<file path="src/source/mac_cfg.svh">
`ifndef MAC_CFG_SVH
`define MAC_CFG_SVH

// ======================================================================
// Timing constants
// ======================================================================

// Clocks per Timer 2 tick
`define VIA_TICK_DIV          32'd20

// Vertical blanks per one-second flag
`define VIA_FRAMES_PER_SEC    32'd60

// ======================================================================
// VIA reset and read values
// ======================================================================

`define VIA_ORA_RESET         8'h7F   // Overlay bit 4 high
`define VIA_ORB_RESET         8'hFF

// Low half of the data bus on VIA reads
`define VIA_LOW_FILL          8'hEF

// Unmapped VIA index
`define VIA_READ_DEFAULT      8'hBE

// ======================================================================
// Address map
// ======================================================================

// RAM base once the overlay is off
`define MAC_RAM_BASE_NORMAL   24'h600000

`endif

</file>
<file path="src/source/mac_pkg.sv">
package mac_pkg;

  // ======================================================================
  // CPU bus and device selects
  // ======================================================================

  // 68000 bus as seen by the glue logic
  typedef struct packed {
    logic [23:1] addr;   // Word address
    logic        rw;     // 1 read, 0 write
    logic        as_n;   // Address strobe
    logic        uds_n;  // Upper byte strobe, VIA lives here
    logic        lds_n;  // Lower byte strobe
    logic [15:0] wdata;  // Data from CPU
  } mac_bus_t;

  // One-hot chip selects
  typedef struct packed {
    logic rom;
    logic ram;
    logic via;
    logic scc;
    logic iwm;
    logic scsi;
  } mac_sel_t;

  // ======================================================================
  // VIA register map and interrupt bits
  // ======================================================================

  // Register index from address bits 12:9
  typedef enum logic [3:0] {
    REG_ORB  = 4'h0,
    REG_DDRB = 4'h2,
    REG_DDRA = 4'h3,
    REG_T1CL = 4'h4,
    REG_T1CH = 4'h5,
    REG_T1LL = 4'h6,
    REG_T1LH = 4'h7,
    REG_T2CL = 4'h8,
    REG_T2CH = 4'h9,
    REG_SR   = 4'hA,
    REG_ACR  = 4'hB,
    REG_PCR  = 4'hC,
    REG_IFR  = 4'hD,
    REG_IER  = 4'hE,
    REG_ORA  = 4'hF
  } via_reg_e;

  // Bit positions in IFR and IER
  typedef enum logic [2:0] {
    IRQ_ONESEC   = 3'd0,
    IRQ_VBLANK   = 3'd1,
    IRQ_KEYREADY = 3'd2,
    IRQ_KEYBIT   = 3'd3,
    IRQ_KEYCLK   = 3'd4,
    IRQ_T2       = 3'd5,
    IRQ_T1       = 3'd6
  } via_irq_e;

endpackage

</file>
<file path="src/source/mac_bus_decode.sv">
`timescale 1ns/100ps

`include "mac_cfg.svh"

module mac_bus_decode (
  input  mac_pkg::mac_bus_t i_bus,
  input  logic              i_overlay,    // ROM mirrored at 0 when low
  input  logic [7:0]        i_via_rdata,
  input  logic              i_via_irq,
  input  logic [15:0]       i_mem_rdata,
  output mac_pkg::mac_sel_t o_sel,
  output logic [15:0]       o_rdata,
  output logic [2:0]        o_ipl_n
);

  import mac_pkg::*;

  // Top nibble of the normal RAM base
  localparam logic [3:0] RAM_BANK = 4'(`MAC_RAM_BASE_NORMAL >> 20);

  mac_sel_t   sel;
  logic [3:0] addr_hi;

  assign addr_hi = i_bus.addr[23:20];

  // ======================================================================
  // Chip selects
  // ======================================================================
  always_comb begin
    sel = '0;
    casez (addr_hi)
      4'b00??: begin                        // Low 4 MB
        if (i_overlay) begin
          sel.ram = 1'b1;
        end else begin
          sel.rom = 1'b1;
        end
      end
      4'b0100: sel.rom  = ~i_bus.addr[17];  // ROM image, upper half unused
      4'b0101: sel.scsi = (i_bus.addr[19:12] == 8'h80);
      RAM_BANK: sel.ram = ~i_overlay;       // RAM moved up during boot
      4'b10?1: sel.scc  = 1'b1;             // SCC read and write banks
      4'b1101: sel.iwm  = 1'b1;
      4'b1110: sel.via  = 1'b1;
      default: ;
    endcase
  end

  assign o_sel = sel;

  // ======================================================================
  // Read data to the CPU
  // ======================================================================

  // VIA sits on the upper byte lane
  always_comb begin
    if (sel.via) begin
      o_rdata = {i_via_rdata, `VIA_LOW_FILL};
    end else if (sel.ram || sel.rom) begin
      o_rdata = i_mem_rdata;
    end else begin
      o_rdata = 16'h0000;   // SCC, IWM, SCSI and holes
    end
  end

  // ======================================================================
  // Interrupt priority
  // ======================================================================

  // VIA is level 1, nothing else requests
  assign o_ipl_n = i_via_irq ? 3'b110 : 3'b111;

endmodule

</file>
<file path="src/source/via_timer2.sv">
`timescale 1ns/100ps

`include "mac_cfg.svh"

module via_timer2 (
  input  logic        clk_cpu,
  input  logic        reset,
  input  logic        i_load,        // T2CH write
  input  logic [15:0] i_load_count,
  input  logic        i_ack,         // T2 flag taken by software
  output logic [15:0] o_count,
  output logic        o_fire
);

  localparam int DIV = `VIA_TICK_DIV;
  localparam int PW  = $clog2(DIV);
  localparam logic [PW-1:0] PRE_LAST = PW'(DIV - 1);

  logic [PW-1:0] prescale;
  logic          tick;
  logic          armed;      // One-shot pending
  logic [15:0]   count;

  assign tick = (prescale == '0);

  // Free-running divider, never restarted
  always_ff @(posedge clk_cpu) begin
    if (reset) begin
      prescale <= '0;
    end else if (prescale == PRE_LAST) begin
      prescale <= '0;
    end else begin
      prescale <= prescale + 1'b1;
    end
  end

  // ======================================================================
  // Countdown and one-shot
  // ======================================================================
  always_ff @(posedge clk_cpu) begin
    if (reset) begin
      count  <= '0;
      armed  <= 1'b0;
      o_fire <= 1'b0;
    end else begin
      o_fire <= 1'b0;
      if (i_load) begin
        count <= i_load_count;
        armed <= 1'b1;             // Load wins over a tick
      end else begin
        if (i_ack) armed <= 1'b0;  // Cancel a stale countdown
        if (tick) begin
          count <= count - 1'b1;   // Keeps rolling past zero
          if (armed && count == 16'h0000) begin
            armed  <= 1'b0;
            o_fire <= 1'b1;
          end
        end
      end
    end
  end

  assign o_count = count;

endmodule

</file>
<file path="src/source/via_frame_events.sv">
`timescale 1ns/100ps

`include "mac_cfg.svh"

module via_frame_events (
  input  logic clk_cpu,
  input  logic reset,
  input  logic i_vsync,
  output logic o_vblank,   // One cycle per frame
  output logic o_onesec    // One cycle per second
);

  localparam int FRAMES = `VIA_FRAMES_PER_SEC;
  localparam int CW     = $clog2(FRAMES);
  localparam logic [CW-1:0] FRAME_LAST = CW'(FRAMES - 1);

  logic          vsync_q;
  logic          fall;
  logic [CW-1:0] frame_cnt;

  // Start of vertical blank
  assign fall = vsync_q & ~i_vsync;

  always_ff @(posedge clk_cpu) begin
    if (reset) begin
      vsync_q   <= 1'b0;   // No edge right out of reset
      frame_cnt <= '0;
      o_vblank  <= 1'b0;
      o_onesec  <= 1'b0;
    end else begin
      vsync_q  <= i_vsync;
      o_vblank <= fall;
      o_onesec <= 1'b0;
      if (fall) begin
        if (frame_cnt == FRAME_LAST) begin
          frame_cnt <= '0;
          o_onesec  <= 1'b1;   // Same cycle as the 60th vblank
        end else begin
          frame_cnt <= frame_cnt + 1'b1;
        end
      end
    end
  end

endmodule

</file>
<file path="src/source/via_regs.sv">
`timescale 1ns/100ps

`include "mac_cfg.svh"

module via_regs (
  input  logic              clk_cpu,
  input  logic              reset,
  input  mac_pkg::mac_bus_t i_bus,
  input  mac_pkg::mac_sel_t i_sel,
  input  logic              i_vsync,
  output logic [7:0]        o_rdata,
  output logic              o_irq,
  output logic              o_overlay,
  output logic [7:0]        o_port_b
);

  import mac_pkg::*;

  via_reg_e    reg_idx;
  logic        access;
  logic        wr;
  logic        rd;
  logic [7:0]  wdata;       // Upper byte lane only

  logic [7:0]  ora;
  logic [7:0]  orb;
  logic        ddrb0;
  logic [15:0] t1_count;    // Storage only, no countdown
  logic [15:0] t1_latch;
  logic [7:0]  t2_latch_low;
  logic [7:0]  sr;
  logic [7:0]  acr;
  logic [6:0]  ier;
  logic [6:0]  ifr;

  logic        t2_load;
  logic        t2_ack;
  logic [15:0] t2_count;
  logic        t2_fire;
  logic        vblank;
  logic        onesec;

  assign reg_idx = via_reg_e'(i_bus.addr[12:9]);
  assign access  = i_sel.via & ~i_bus.uds_n;
  assign wr      = access & ~i_bus.rw;
  assign rd      = access & i_bus.rw;
  assign wdata   = i_bus.wdata[15:8];

  // T2CH write arms, flag clear by read or IFR write acks
  assign t2_load = wr && reg_idx == REG_T2CH;
  assign t2_ack  = (rd && reg_idx == REG_T2CL) || (wr && reg_idx == REG_IFR && wdata[IRQ_T2]);

  // ======================================================================
  // Control registers and interrupt flags
  // ======================================================================
  always_ff @(posedge clk_cpu) begin
    if (reset) begin
      ora   <= `VIA_ORA_RESET;
      orb   <= `VIA_ORB_RESET;
      ddrb0 <= 1'b1;
      acr   <= '0;
      ier   <= '0;
      ifr   <= '0;
    end else begin
      if (wr) begin
        case (reg_idx)
          REG_ORB:  orb   <= wdata;
          REG_DDRB: ddrb0 <= wdata[0];
          REG_T2CH: ifr[IRQ_T2] <= 1'b0;     // Restart clears old flag
          REG_SR: begin
            if (acr[4:2] == 3'b111) ifr[IRQ_KEYREADY] <= 1'b1;  // Shift out done
          end
          REG_ACR:  acr   <= wdata;
          REG_IFR:  ifr   <= ifr & ~wdata[6:0];  // Write one to clear
          REG_IER: begin
            if (wdata[7]) begin
              ier <= ier | wdata[6:0];
            end else begin
              ier <= ier & ~wdata[6:0];
            end
          end
          REG_ORA:  ora   <= wdata;
          default: ;
        endcase
      end
      // Read side effects
      if (rd) begin
        case (reg_idx)
          REG_ORB: begin
            ifr[IRQ_KEYBIT] <= 1'b0;
            ifr[IRQ_KEYCLK] <= 1'b0;
          end
          REG_T2CL: ifr[IRQ_T2]       <= 1'b0;
          REG_SR:   ifr[IRQ_KEYREADY] <= 1'b0;
          REG_ORA: begin
            ifr[IRQ_ONESEC] <= 1'b0;
            ifr[IRQ_VBLANK] <= 1'b0;
          end
          default: ;
        endcase
      end
      // Events override a clear in the same cycle
      if (t2_fire) ifr[IRQ_T2]     <= 1'b1;
      if (vblank)  ifr[IRQ_VBLANK] <= 1'b1;
      if (onesec)  ifr[IRQ_ONESEC] <= 1'b1;
    end
  end

  // Plain data registers
  always_ff @(posedge clk_cpu) begin
    if (wr) begin
      case (reg_idx)
        REG_T1CL: t1_count[7:0]  <= wdata;
        REG_T1CH: t1_count[15:8] <= wdata;
        REG_T1LL: t1_latch[7:0]  <= wdata;
        REG_T1LH: t1_latch[15:8] <= wdata;
        REG_T2CL: t2_latch_low   <= wdata;  // Used at T2CH write
        REG_SR:   sr             <= wdata;
        default: ;
      endcase
    end
  end

  // ======================================================================
  // Read mux
  // ======================================================================
  always_comb begin
    case (reg_idx)
      REG_ORB:  o_rdata = orb;
      REG_DDRB: o_rdata = {7'b1000011, ddrb0};
      REG_DDRA: o_rdata = 8'h7F;
      REG_T1CL: o_rdata = t1_count[7:0];
      REG_T1CH: o_rdata = t1_count[15:8];
      REG_T1LL: o_rdata = t1_latch[7:0];
      REG_T1LH: o_rdata = t1_latch[15:8];
      REG_T2CL: o_rdata = t2_count[7:0];
      REG_T2CH: o_rdata = t2_count[15:8];
      REG_SR:   o_rdata = sr;
      REG_ACR:  o_rdata = acr;
      REG_PCR:  o_rdata = 8'h00;
      REG_IFR:  o_rdata = {o_irq, ifr};      // Bit 7 is any enabled flag
      REG_IER:  o_rdata = {1'b0, ier};
      REG_ORA:  o_rdata = {1'b1, ora[6:0]};
      default:  o_rdata = `VIA_READ_DEFAULT;
    endcase
  end

  assign o_irq     = |(ifr & ier);
  assign o_overlay = ~ora[4];
  assign o_port_b  = orb;

  // ======================================================================
  // Event sources
  // ======================================================================
  via_timer2 u_via_timer2 (
    .clk_cpu      (clk_cpu),
    .reset        (reset),
    .i_load       (t2_load),
    .i_load_count ({wdata, t2_latch_low}),
    .i_ack        (t2_ack),
    .o_count      (t2_count),
    .o_fire       (t2_fire)
  );

  via_frame_events u_via_frame_events (
    .clk_cpu  (clk_cpu),
    .reset    (reset),
    .i_vsync  (i_vsync),
    .o_vblank (vblank),
    .o_onesec (onesec)
  );

endmodule

</file>
<file path="src/source/mac_periph_top.sv">
`timescale 1ns/100ps

module mac_periph_top (
  input  logic              clk_cpu,
  input  logic              reset,
  input  mac_pkg::mac_bus_t i_bus,
  input  logic [15:0]       i_mem_rdata,  // ROM or RAM data
  input  logic              i_vsync,
  output mac_pkg::mac_sel_t o_sel,
  output logic [15:0]       o_rdata,
  output logic [2:0]        o_ipl_n,
  output logic [7:0]        o_port_b
);

  import mac_pkg::*;

  mac_sel_t   sel;
  logic       overlay;
  logic [7:0] via_rdata;
  logic       via_irq;

  assign o_sel = sel;

  // ======================================================================
  // Address decode and CPU read path
  // ======================================================================
  mac_bus_decode u_mac_bus_decode (
    .i_bus       (i_bus),
    .i_overlay   (overlay),
    .i_via_rdata (via_rdata),
    .i_via_irq   (via_irq),
    .i_mem_rdata (i_mem_rdata),
    .o_sel       (sel),
    .o_rdata     (o_rdata),
    .o_ipl_n     (o_ipl_n)
  );

  // ======================================================================
  // VIA
  // ======================================================================
  via_regs u_via_regs (
    .clk_cpu   (clk_cpu),
    .reset     (reset),
    .i_bus     (i_bus),
    .i_sel     (sel),
    .i_vsync   (i_vsync),
    .o_rdata   (via_rdata),
    .o_irq     (via_irq),
    .o_overlay (overlay),     // ORA bit 4 inverted
    .o_port_b  (o_port_b)
  );

endmodule

</file>
<file path="config.mk">
export PLATFORM = sky130hd
export DESIGN_NAME = mac_periph_top
export DESIGN_NICKNAME = d
export VERILOG_FILES = /design/src/source/mac_pkg.sv /design/src/source/mac_bus_decode.sv /design/src/source/via_timer2.sv /design/src/source/via_frame_events.sv /design/src/source/via_regs.sv /design/src/source/mac_periph_top.sv
export VERILOG_INCLUDE_DIRS = /design/src /design/src/source
export SDC_FILE = /design/constraint.sdc
export NUM_CORES = 1
export LEC_CHECK = 0
export ABC_AREA = 0
export BUFFER_PORTS_ARGS = -buffer_cell sky130_fd_sc_hd__buf_2
export CAP_MARGIN = 20
export CELL_PAD_IN_SITES_DETAIL_PLACEMENT = 0
export CELL_PAD_IN_SITES_GLOBAL_PLACEMENT = 2
export CORE_AREA = 2 2 128 130
export DETAILED_ROUTE_END_ITERATION = 10
export DIE_AREA = 0 0 130 132
export HOLD_SLACK_MARGIN = 0.15
export PLACE_DENSITY = 0.9
export SKIP_LAST_GASP = 1
export SYNTH_ARGS = -nofsm -noshare
export SYNTH_HDL_FRONTEND = slang
export SYNTH_SLANG_ARGS = --single-unit
export TNS_END_PERCENT = 10
</file>
<file path="constraint.sdc">
create_clock -name clk_cpu -period 5.4 [get_ports clk_cpu]
set_input_delay 0.81 -clock clk_cpu [delete_from_list [all_inputs] [get_ports clk_cpu]]
set_output_delay 0.81 -clock clk_cpu [all_outputs]
set_load 0.05 [all_outputs]
</file>
**Word-level counts from Yosys, hierarchy flattened**

Cells that the tools add are included.

- Flip-flop bits (word level): 118
- Input port bits: 62
- Output and inout port bits: 33
- Logic and storage cells: 127

- $add $sub $neg: 3
- Equal/unequal tests: 24
- Muxes and demuxes: 36
- Bitwise operators: 15
- Reductions and logical operators: 28

Operator list:

| operator | count |
|---|---|
| one-hot mux 8 bit (15 select lines) | 1 |
| two-way mux 16 bit | 4 |
| == test 4 bit, second input constant | 10 |
| == test 4 x 3 -> 1 bit, second input constant | 7 |
| AND reduction 2 bit | 12 |
| AND 7 bit | 3 |
| two-way mux 1 bit | 19 |
| two-way mux 6 bit | 3 |
| logical NOT 16 bit | 1 |
| subtractor 16 x 1 -> 16 bit, second input constant | 1 |
| == test 4 x 2 -> 1 bit, second input constant | 2 |
| == test 8 bit, second input constant | 1 |
| two-way mux 2 bit | 4 |
| one-hot mux 1 bit (2 select lines) | 4 |
| two-way mux 7 bit | 1 |
| inverter 7 bit | 1 |
| OR 7 bit | 1 |
| OR reduction 7 bit | 1 |
| adder 6 x 1 -> 6 bit, second input constant | 1 |
| == test 3 bit, second input constant | 2 |
| == test 6 bit, second input constant | 1 |
| inverter 1 bit | 6 |
| adder 5 x 1 -> 5 bit, second input constant | 1 |
| == test 5 bit, second input constant | 1 |
| other kinds (9) | 18 |

**Longest topological paths before layout**

Gate-level depths: netlist of run 1.

- Depth after elaboration: 11
- Depth in mapped cells: 8

**Hierarchy**

From an unflattened synthesis of run 1, not the netlist that was laid out.

- Cells, all modules: 615
- Area total of the unflattened synthesis: 6143.4 um^2

Modules (own cells, without submodules):

| module | times used | cells each | area an instance (um^2) | seq. area each (um^2) |
|---|---|---|---|---|
| via_regs | 1 | 380 | 4150.2 | 2202.1 |
| via_timer2 | 1 | 149 | 1262.5 | 460.4 |
| via_frame_events | 1 | 44 | 405.4 | 180.2 |
| mac_bus_decode | 1 | 42 | 325.3 | 0.0 |

**Worst setup path after synthesis of run 1**

Ideal clock, no wire load.

- Path kind: input to output
- Start point: input i_bus[36] in the netlist's numbering
- End point: output o_rdata[13]
- Arrival: 2.732 ns
- Setup slack: 1.858 ns
- Stages: 6
- Path buffers: 1
- Cell sequence: nor2b_1 > a211o_1 > a21oi_1 > clkbuf_1 > a21oi_1 > a31oi_1

- Longest elaborated chain between the ends: 5

RTL lines:

| element | RTL line | RTL |
|---|---|---|
| start: declaration | mac_periph_top.sv:6 | `input mac_pkg::mac_bus_t i_bus,` |
| inverter 1 bit | mac_bus_decode.sv:39 | `4'b0100: sel.rom = ~i_bus.addr[17];` |
| one-hot mux 1 bit (2 select lines) | mac_bus_decode.sv:31 | `casez (addr_hi)` |
| logical OR 1 bit | mac_bus_decode.sv:59 | `end else if (sel.ram \|\| sel.rom) begin` |
| two-way mux 16 bit | mac_bus_decode.sv:59 |  |
| two-way mux 16 bit | mac_bus_decode.sv:57 | `if (sel.via) begin` |
| end: declaration | mac_periph_top.sv:10 | `output logic [15:0] o_rdata,` |

Every way passes these cells.

**Worst setup path after layout of run 1**

- Start point: input i_bus[30] in the netlist's numbering
- End point: output o_rdata[9]

- Longest elaborated chain between the ends: 3
- Elaborated cells on any way between the ends: 17
- Those cells by class: eq/ne (14); mux (2); reduce/logical (1)

RTL lines:

| element | RTL line | RTL |
|---|---|---|
| == test 4 bit, or another cell as far along | via_regs.sv:128 | `case (reg_idx)` |
| one-hot mux 8 bit (15 select lines) * | via_regs.sv:128 |  |
| two-way mux 16 bit * | mac_bus_decode.sv:57 |  |

Every way passes the cells marked *; elsewhere a longest branch is shown, timed or not.

==> impl_metrics.json, run 1 <==
{
  "nFillCells": 1528,
  "final_common_cell": "nor2_1",
  "grt_pass1_wl_um": 28400,
  "numCtsBuffers": 17,
  "power.static_leakage_nw": 2.64,
  "synth.area.mux_share_pct": 3.67,
  "portBuffers": 74,
  "gp_congestion": 0.885,
  "path_class": "in2out",
  "grt_pass1_vias": 4945,
  "gr-usage-all-layers_pct": 22.1,
  "cts.reportedPaths.clkPinSlew_ps": 50,
  "io_pins": 95,
  "timing.slew.headroom_pct": 29.3,
  "drc": 0,
  "startpoint_type": "input port",
  "cts_max_level": 4,
  "antenna_found_initial": 1,
  "finalPower_mw": 2.54,
  "cts_resized": 0,
  "setup_ws_ps": 1410,
  "tritoncts": "done",
  "cp.arrival_ps": 3180,
  "antenna_left": 0,
  "wl_um": 18800,
  "min_path_type": "reg2reg",
  "pre_cts_ws_ps": 1460,
  "synthFlopType": "dfxtp_1",
  "fin_crit_sh_pct": 73.9,
  "cp.required_ps": 4590,
  "final-hold-violation-count": 0,
  "synth_edf_count": 48,
  "final_cell_mix": "76 x nor2_1, 74 x buf_2, 70 x dfxtp_1",
  "clock-skew-final_ps": 8.08,
  "root_buffer": "clkbuf_16",
  "hpwl_um": 12600,
  "ir_worst_vdd_v": 0.000188,
  "yosysUniqueCellTypes": 73,
  "clkSinkCount": 118,
  "drive_above_1_share_pct": 17.8,
  "fmax_mhz": 251,
  "status": "finished clean",
  "drt_pass1_iterations": 6,
  "synth.area.top_cells": "edfxtp_1 25%, dfxtp_1 24%, nor2_1 4.9%",
  "grt_max_degree": 47,
  "cap_violations": 0,
  "async_reset_ff_share_pct": 0,
  "setup_viol": 0,
  "grt.overflow.total": 0,
  "setup-tns-final_ps": 0,
  "synth_top_family_by_area": "simple AND/OR/NAND/NOR gates",
  "whs_ps": 449,
  "drv_slew": 0,
  "vias": 5194,
  "core-area_um2": 15700,
  "die_y_um": 132,
  "end_kind": "primary output",
  "synthAdderAreaFrac_pct": 1.07,
  "postLayoutCoreUtil_pct": 44.1,
  "postCtsHoldBufs": 0,
  "synth-simple-area-share_pct": 22.6,
  "cts_max_path_buffers": 2,
  "post_drt_wl_per_cell_um": 20.5,
  "syn_area_per_cell_um2": 9.36,
  "drtIter0Drc": 636,
  "die_x_um": 130,
  "synth_area_leader_cell": "edfxtp_1",
  "start_util_pct": 37.4,
  "design.die.area_um2": 17200,
  "yosysTopAreaCellShare_pct": 24.6,
  "nNetsFinal": 755,
  "area_growth_pct": 17.9,
  "worstPathMaxFanout": 39,
  "clk_latency_ps": 420,
  "powerDensity_nw_per_um2": 366,
  "antennaDiodeCount": 0,
  "rsz0062_at_grt": "no",
  "yosysWarnings": 0,
  "ys_seq_elements": 118,
  "rows": 46,
  "worst_slew_pin_slew_ps": 1060,
  "netlist_area_um2": 5870,
  "fin_crit_ps": 3990,
  "syn_inst": 627,
  "synth_xor_area_share_pct": 2.69,
  "cts_setup_buffers": 0,
  "synth-seq-area-share_pct": 48.4,
  "via_per_inst": 5.66,
  "synth_compound_area_share_pct": 16.9
}
## layer usage
layer	global-route usage, %	up-vias	part of all wire (%)
met1	29.5	2481	42
met5	0	-	0.037
li1	-	2406	-
met2	35.1	265	46
met4	7.77	2	2.2
met3	4.79	40	9.5
## through the flow
step	instances	instance area [um^2]
floorplan	628	5870
global placement	885	6370
detailed placement	885	6370
CTS	917	6920
global route	917	6920
finish	917	6920
## cell type report
cell class              instances  area, um^2  area share (%)
flip-flops and latches        118        2840            41.1
multi-input cells             451        2760            39.9
clock buffers                  27         524            7.57
repair buffers                 82         430            6.22
well taps                     216         270            3.90
inverters                      18        67.6           0.976
clock inverters                 5        22.5           0.325
## path summary, 6_finish.rpt
path / slack, ps / end / depth (start not counted) / startpoint
worst max-delay path: 1410 / o_rdata[9] / 7 / i_bus[30]
worst min-delay path: 450 / u_via_regs.ifr[0] / 2 / u_via_regs.u_via_frame_events.o_onesec
worst max register to register: 3310 / u_via_regs.u_via_timer2.o_count[4] / 7 / u_via_regs.u_via_timer2.prescale[0]
worst min register to register: 450 / u_via_regs.ifr[0] / 2 / u_via_regs.u_via_frame_events.o_onesec
## state kept, by name, indices dropped and copies added, names as in the netlist, named ones only
name and cells:
u_via_regs.u_via_timer2.o_fire 1, u_via_regs.acr 8, u_via_regs.ora 7, u_via_regs.u_via_frame_events.o_vblank 1, u_via_regs.u_via_frame_events.o_onesec 1, u_via_regs.ddrb0 1
u_via_regs.u_via_timer2.o_count 16, u_via_regs.t2_latch_low 8, u_via_regs.t1_count 16, u_via_regs.u_via_frame_events.frame_cnt 6, u_via_regs.t1_latch 16, u_via_regs.sr 8
u_via_regs.ifr 7, u_via_regs.o_port_b 8, u_via_regs.u_via_timer2.armed 1, u_via_regs.u_via_timer2.prescale 5, u_via_regs.u_via_frame_events.vsync_q 1
## power breakdown
| group | switching (mW) | internal [mW] |
|---|---|---|
| combinational | 0.281 | 0.167 |
| sequential | 0.0677 | 0.973 |
| clock | 0.390 | 0.656 |
## cells in the mapped netlist (3+ instances only)
cell type	instances
nand4_1	6
nand2_1	68
buf_1	4
a31oi_1	14
mux2i_1	17
a311oi_1	6
buf_2	7
xor2_1	6
xnor2_1	12
nor2_1	76
nand2b_1	10
and3_1	14
ha_1	5
a21oi_1	33
o21ai_0	23
dfxtp_1	70
nor3_1	19
inv_1	16
a22oi_1	8
nor4_2	3
clkbuf_1	24
a211oi_1	14
edfxtp_1	48
nand3_1	25
a32o_1	3
or3_1	5
a211o_1	16
nor2b_1	11
nor3b_1	3
nand4b_1	3
## critical path: stages
cell      delay, ps
buf_2           590
clkinv_1        560
a22oi_1         310
nor2_1           60
o21ai_0         350
a41oi_1         200
buf_2           260
## cells by family after synthesis
family                     after synthesis
and+or+nand+nor                        262
AOI/OAI and AO/OA                      144
DFF                                    118
buffers and inverters                   59
muxes                                   20
xor gates and xnor gates                18
adders and majority gates                5
other                                    1
(Power assumes the default switching activity.)
==> run 2: changes to the inputs <==
ABC_AREA = 1   (was 0)
CORE_AREA = 2 2 149 151   (was 2 2 128 130)
DIE_AREA = 0 0 151 153   (was 0 0 130 132)
PLACE_DENSITY = 0.81   (was 0.9)
clock period = 3.65 ns   (was 5.4 ns; I/O delays follow)
==> impl_metrics.json, run 2 <==
{
  "drv_slew": 0,
  "cp.arrival_ps": 2310,
  "drtIter0Drc": 465,
  "reg2reg_depth": 10,
  "yosys-top-cells-count": "279 x nand2_1, 124 x nor2_1, 74 x nand3_1",
  "area_growth_pct": 20.5,
  "die_x_um": 151,
  "netlist_area_um2": 6120,
  "yosysUniqueCellTypes": 43,
  "vias": 5632,
  "timing.slew.headroom_pct": 42.5,
  "synth-simple-area-share_pct": 37.7,
  "hpwl_um": 14300,
  "post_drt_wl_per_cell_um": 16.4,
  "nFillCells": 2354,
  "wl_um": 19900,
  "root_buffer": "clkbuf_16",
  "reg2reg_slack_ps": 1660,
  "grt_pass1_wl_um": 30500,
  "syn_area_per_cell_um2": 7.33,
  "synth.area.mux_share_pct": 0,
  "synth_xor_area_share_pct": 0.715,
  "powerDensity_nw_per_um2": 516,
  "setup-tns-final_ps": 0,
  "io_pins": 95,
  "hold_depth": 3,
  "status": "finished clean",
  "setup_viol": 0,
  "numCtsBuffers": 17,
  "tritoncts": "done",
  "worst_slew_pin_slew_ps": 856,
  "end_kind": "primary output",
  "clk_latency_ps": 420,
  "startpoint_type": "input port",
  "cts_max_path_buffers": 2,
  "postCtsHoldBufs": 0,
  "final-hold-violation-count": 0,
  "via_per_inst": 4.64,
  "gr-usage-all-layers_pct": 17.7,
  "fin_crit_ps": 2860,
  "drive_above_1_share_pct": 16.3,
  "ys_seq_elements": 118,
  "cts_setup_buffers": 0,
  "grt.overflow.total": 0,
  "cts.reportedPaths.clkPinSlew_ps": 50,
  "synth_area_leader_cell": "edfxtp_1",
  "ir_worst_vdd_v": 0.000321,
  "cts_max_level": 4,
  "core-area_um2": 21500,
  "portBuffers": 74,
  "clock-skew-final_ps": 5.59,
  "cap_violations": 0,
  "synth-seq-area-share_pct": 46.4,
  "drt_pass1_iterations": 5,
  "drc": 0,
  "start_util_pct": 28.5,
  "synth_edf_count": 48,
  "synth_compound_area_share_pct": 7.68,
  "antenna_left": 0,
  "synthAdderAreaFrac_pct": 1.02,
  "fin_crit_sh_pct": 78.3,
  "rsz0062_at_grt": "no",
  "yosysWarnings": 0,
  "gp_congestion": 0.804,
  "final_cell_mix": "279 x nand2_1, 124 x nor2_1, 74 x nand3_1, 74 x buf_2, 70 x dfxtp_1",
  "final_common_cell": "nand2_1",
  "synth.area.top_cells": "edfxtp_1 24%, dfxtp_1 23%, nand2_1 17%",
  "clkSinkCount": 118,
  "synth.most_common_cell": "nand2_1",
  "min_path_type": "in2reg",
  "syn_inst": 835,
  "cts_resized": 0,
  "yosysTopAreaCellShare_pct": 23.5,
  "fmax_mhz": 350,
  "worstPathMaxFanout": 9,
  "whs_ps": 359,
  "power.static_leakage_nw": 3.34,
  "grt_max_degree": 36,
  "die_y_um": 153,
  "antennaDiodeCount": 0,
  "path_class": "in2out",
  "synth_top_family_by_area": "simple AND/OR/NAND/NOR gates",
  "async_reset_ff_share_pct": 0,
  "synthFlopType": "dfxtp_1",
  "design.die.area_um2": 23100,
  "cp.required_ps": 3100,
  "grt_pass1_vias": 5151,
  "rows": 54,
  "nNetsFinal": 987,
  "antenna_found_initial": 0
}
[run 2: cell types whose count changed after synthesis, sizes merged, moves of 16 or more]
cell,previous run,this run
inv,17,72
clkbuf,26,7
nor2,76,143
mux2i,17,0
nand3,25,75
a211o,16,0
nand2,70,285
[run 2: metrics by stage]
| step | instances | power, mW | setup WS [ps] | util (%) | area (um^2) |
|---|---|---|---|---|---|
| 2_1_floorplan | 836 | 2.01 | 671 | - | 6130 |
| 3_3_place_gp | 1181 | 2.23 | 811 | 31.7 | 6810 |
| 3_5_place_dp | 1181 | 2.23 | 816 | 31.7 | 6810 |
| 4_1_cts | 1213 | 3.84 | 814 | 34.4 | 7380 |
| 5_1_grt | 1213 | 4.00 | 700 | 34.4 | 7380 |
| 6_report | 1213 | 3.81 | 792 | 34.4 | 7380 |
[run 2: final timing paths]
kind,from,endpoint
worst max-delay path,i_bus[31],o_rdata[15]
worst min-delay path,i_vsync,u_via_regs.u_via_frame_events.vsync_q
worst max register to register,u_via_regs.u_via_timer2.prescale[0],u_via_regs.u_via_timer2.o_count[15]
worst min register to register,u_via_regs.u_via_frame_events.o_onesec,u_via_regs.ifr[0]
[run 2: metal layers]
metal | global-route usage [%] | vias to the layer above | part of all wire, %
met5 | 0 | - | 0
met4 | 4.85 | 0 | 1.3
met3 | 3.37 | 18 | 5.5
met2 | 26.1 | 167 | 43
met1 | 26.3 | 2567 | 50
li1 | - | 2880 | -
[run 2: cell type report]
cell class                 count  area (um^2)  area share [%]
timing repair buffer          84          445            6.03
multi-input combinational    626         2890            39.2
tap                          280          350            4.75
sequential                   118         2840            38.5
clock inverter                10         67.6           0.915
clock buffer                  22          507            6.86
inverter                      73          278            3.76
[run 2: cells by family (layout without fill, tap and decap cells)]
group | Yosys count | in the layout
other cells | 1 | 2
buf+inv | 92 | 189
fa+ha+maj | 5 | 5
xor+xnor | 5 | 5
simple gates | 527 | 527
compound gates | 87 | 87
flops | 118 | 118
[run 2: worst max-delay path, stage by stage]
cell and delay [ps]:
buf_2 170, inv_2 160, nand2_1 120, nor2_2 450
nand2_1 180, o21ai_1 150, nor2_1 60, nand2_1 60
nor2_1 60, nor2_1 80, buf_2 260
[run 2: power by group]
part           switching, mW  internal, mW  total, mW  leakage [nW]
clock network          0.627         0.984       1.61         0.283
logic                  0.502         0.219      0.721          2.05
registers             0.0579          1.42       1.48         0.999
==> run 3: changes to the inputs <==
CORE_AREA = 2 2 142 144   (was 2 2 149 151)
DIE_AREA = 0 0 144 146   (was 0 0 151 153)
PLACE_DENSITY = 0.84   (was 0.81)
clock period = 2.94 ns   (was 3.65 ns; I/O delays follow)
==> impl_metrics.json, run 3 (synthesis results as in run 2) <==
{
  "status": "finished clean",
  "cts_resized": 0,
  "root_buffer": "clkbuf_16",
  "cp.required_ps": 2500,
  "die_y_um": 146,
  "powerDensity_nw_per_um2": 654,
  "grt.overflow.total": 0,
  "grt_pass1_wl_um": 30000,
  "drive_above_1_share_pct": 16.9,
  "nNetsFinal": 993,
  "post_drt_wl_per_cell_um": 16.3,
  "cts.reportedPaths.clkPinSlew_ps": 60,
  "drt_pass1_iterations": 5,
  "ir_worst_vdd_v": 0.000369,
  "nFillCells": 2084,
  "finalNonFillerCells": 1204,
  "portBuffers": 74,
  "final_cell_mix": "279 x nand2_1, 124 x nor2_1, 74 x nand3_1, 74 x buf_2, 70 x dfxtp_1",
  "cts_setup_buffers": 0,
  "antenna_left": 0,
  "core-area_um2": 19300,
  "fmax_mhz": 392,
  "path_class": "in2out",
  "grt_max_degree": 28,
  "cts_max_path_buffers": 2,
  "antennaDiodeCount": 0,
  "final_common_cell": "nand2_1",
  "area_growth_pct": 21.5,
  "slowest_stage": "nor2_2",
  "via_per_inst": 4.72,
  "fin_crit_ps": 2550,
  "setup-tns-final_ps": 0,
  "antenna_found_initial": 0,
  "worst_slew_pin_slew_ps": 615,
  "start_util_pct": 31.7,
  "rsz0062_at_grt": "no",
  "design.die.area_um2": 21000,
  "clock-skew-final_ps": 5.07,
  "rows": 51,
  "fin_crit_sh_pct": 86.8,
  "cp.arrival_ps": 2110,
  "wl_um": 19700,
  "worst_path_dominant_cell_family": "simple AND/OR/NAND/NOR gates",
  "io_pins": 95,
  "hpwl_um": 14000,
  "timing.slew.headroom_pct": 59.0,
  "postCtsHoldBufs": 0,
  "drtIter0Drc": 486,
  "cts_max_level": 4,
  "end_kind": "primary output",
  "startpoint_type": "input port",
  "drv_slew": 0,
  "power.static_leakage_nw": 3.37,
  "grt_pass1_vias": 5266,
  "max_stage_delay_ps": 480,
  "vias": 5685,
  "dp_cells": 1172,
  "gp_congestion": 0.863,
  "final-hold-violation-count": 0,
  "worstPathMaxFanout": 9,
  "postLayoutCoreUtil_pct": 38.5,
  "crit_chain": "buf_2 -> inv_1 -> nand2_1 -> nor2_2 -> nand2_1 -> o21ai_0 -> nor2_1 -> nand2_1 -> nor2_1 -> nor2_1 -> buf_2",
  "drc": 0,
  "setup_viol": 0,
  "gr-usage-all-layers_pct": 19.0,
  "critPathBufInv": 3,
  "clk_latency_ps": 420,
  "clkSinkCount": 118,
  "numCtsBuffers": 17,
  "cap_violations": 0,
  "tritoncts": "done",
  "min_path_type": "in2reg",
  "die_x_um": 144
}
-- run 3: cell types whose count changed in the layout (fill, tap and decap cells not counted) --
cell | previous run | this run
clkbuf_16 | 19 | 17
clkinvlp_4 | 2 | 4
clkbuf_8 | 2 | 0
inv_6 | 1 | 2
clkbuf_1 | 1 | 0
clkinv_2 | 5 | 4
inv_4 | 2 | 1
clkinv_4 | 2 | 3
buf_4 | 10 | 16
bufinv_16 | 0 | 3
-- run 3: worst paths after layout --
path | slack, ps | from | depth (start not counted) | end
setup / recovery | 390 | i_bus[28] | 11 | o_rdata[12]
hold reg to reg | 430 | u_via_regs.u_via_frame_events.o_vblank | 2 | u_via_regs.ifr[1]
setup reg to reg | 1160 | u_via_regs.u_via_timer2.o_count[1] | 11 | u_via_regs.u_via_timer2.o_count[6]
hold / removal | 240 | i_vsync | 3 | u_via_regs.u_via_frame_events.vsync_q
-- run 3: final cells by class --
| class | count | area, um^2 | area share, % |
|---|---|---|---|
| Tap cell | 265 | 332 | 4.46 |
| Clock inverter | 15 | 179 | 2.41 |
| Multi-Input combinational cell | 626 | 2890 | 38.9 |
| Sequential cell | 118 | 2840 | 38.2 |
| Inverter | 73 | 278 | 3.73 |
| Clock buffer | 17 | 425 | 5.72 |
| Timing Repair Buffer | 90 | 490 | 6.59 |
-- run 3: per-layer routing --
layer  wire length [um]  track usage, %
met1               9650            28.0
met2               8490            28.3
met3               1240            3.46
met4                296            5.83
met5                  0               0
-- run 3: stage by stage --
stage	hold slack (ps)	setup slack [ps]	power [mW]	area (um^2)
global route	264	243	5.08	7440
floorplan	413	174	2.49	6130
global placement	420	378	2.77	6830
CTS	224	384	4.90	7440
detailed placement	425	387	2.76	6830
finish	239	389	4.87	7440
-- run 3: worst register-to-register path, delay by kind of cell, from the launching register on --
| family | cells | cell delay [ps] |
|---|---|---|
| AND/OR/NAND/NOR | 8 | 810 |
| flip-flops | 1 | 320 |
| AO/OA/AOI/OAI | 1 | 110 |
| buffers and inverters | 1 | 160 |
| adder cells (fa/ha/maj) | 1 | 250 |
-- run 3: report_power, final --
group / internal, mW / switching, mW / total [mW] / leakage [nW]
Combinational: 0.278 / 0.621 / 0.899 / 2.08
Clock: 1.33 / 0.800 / 2.13 / 0.286
Sequential: 1.76 / 0.0748 / 1.84 / 0.999
Total: 3.37 / 1.50 / 4.87 / 3.37
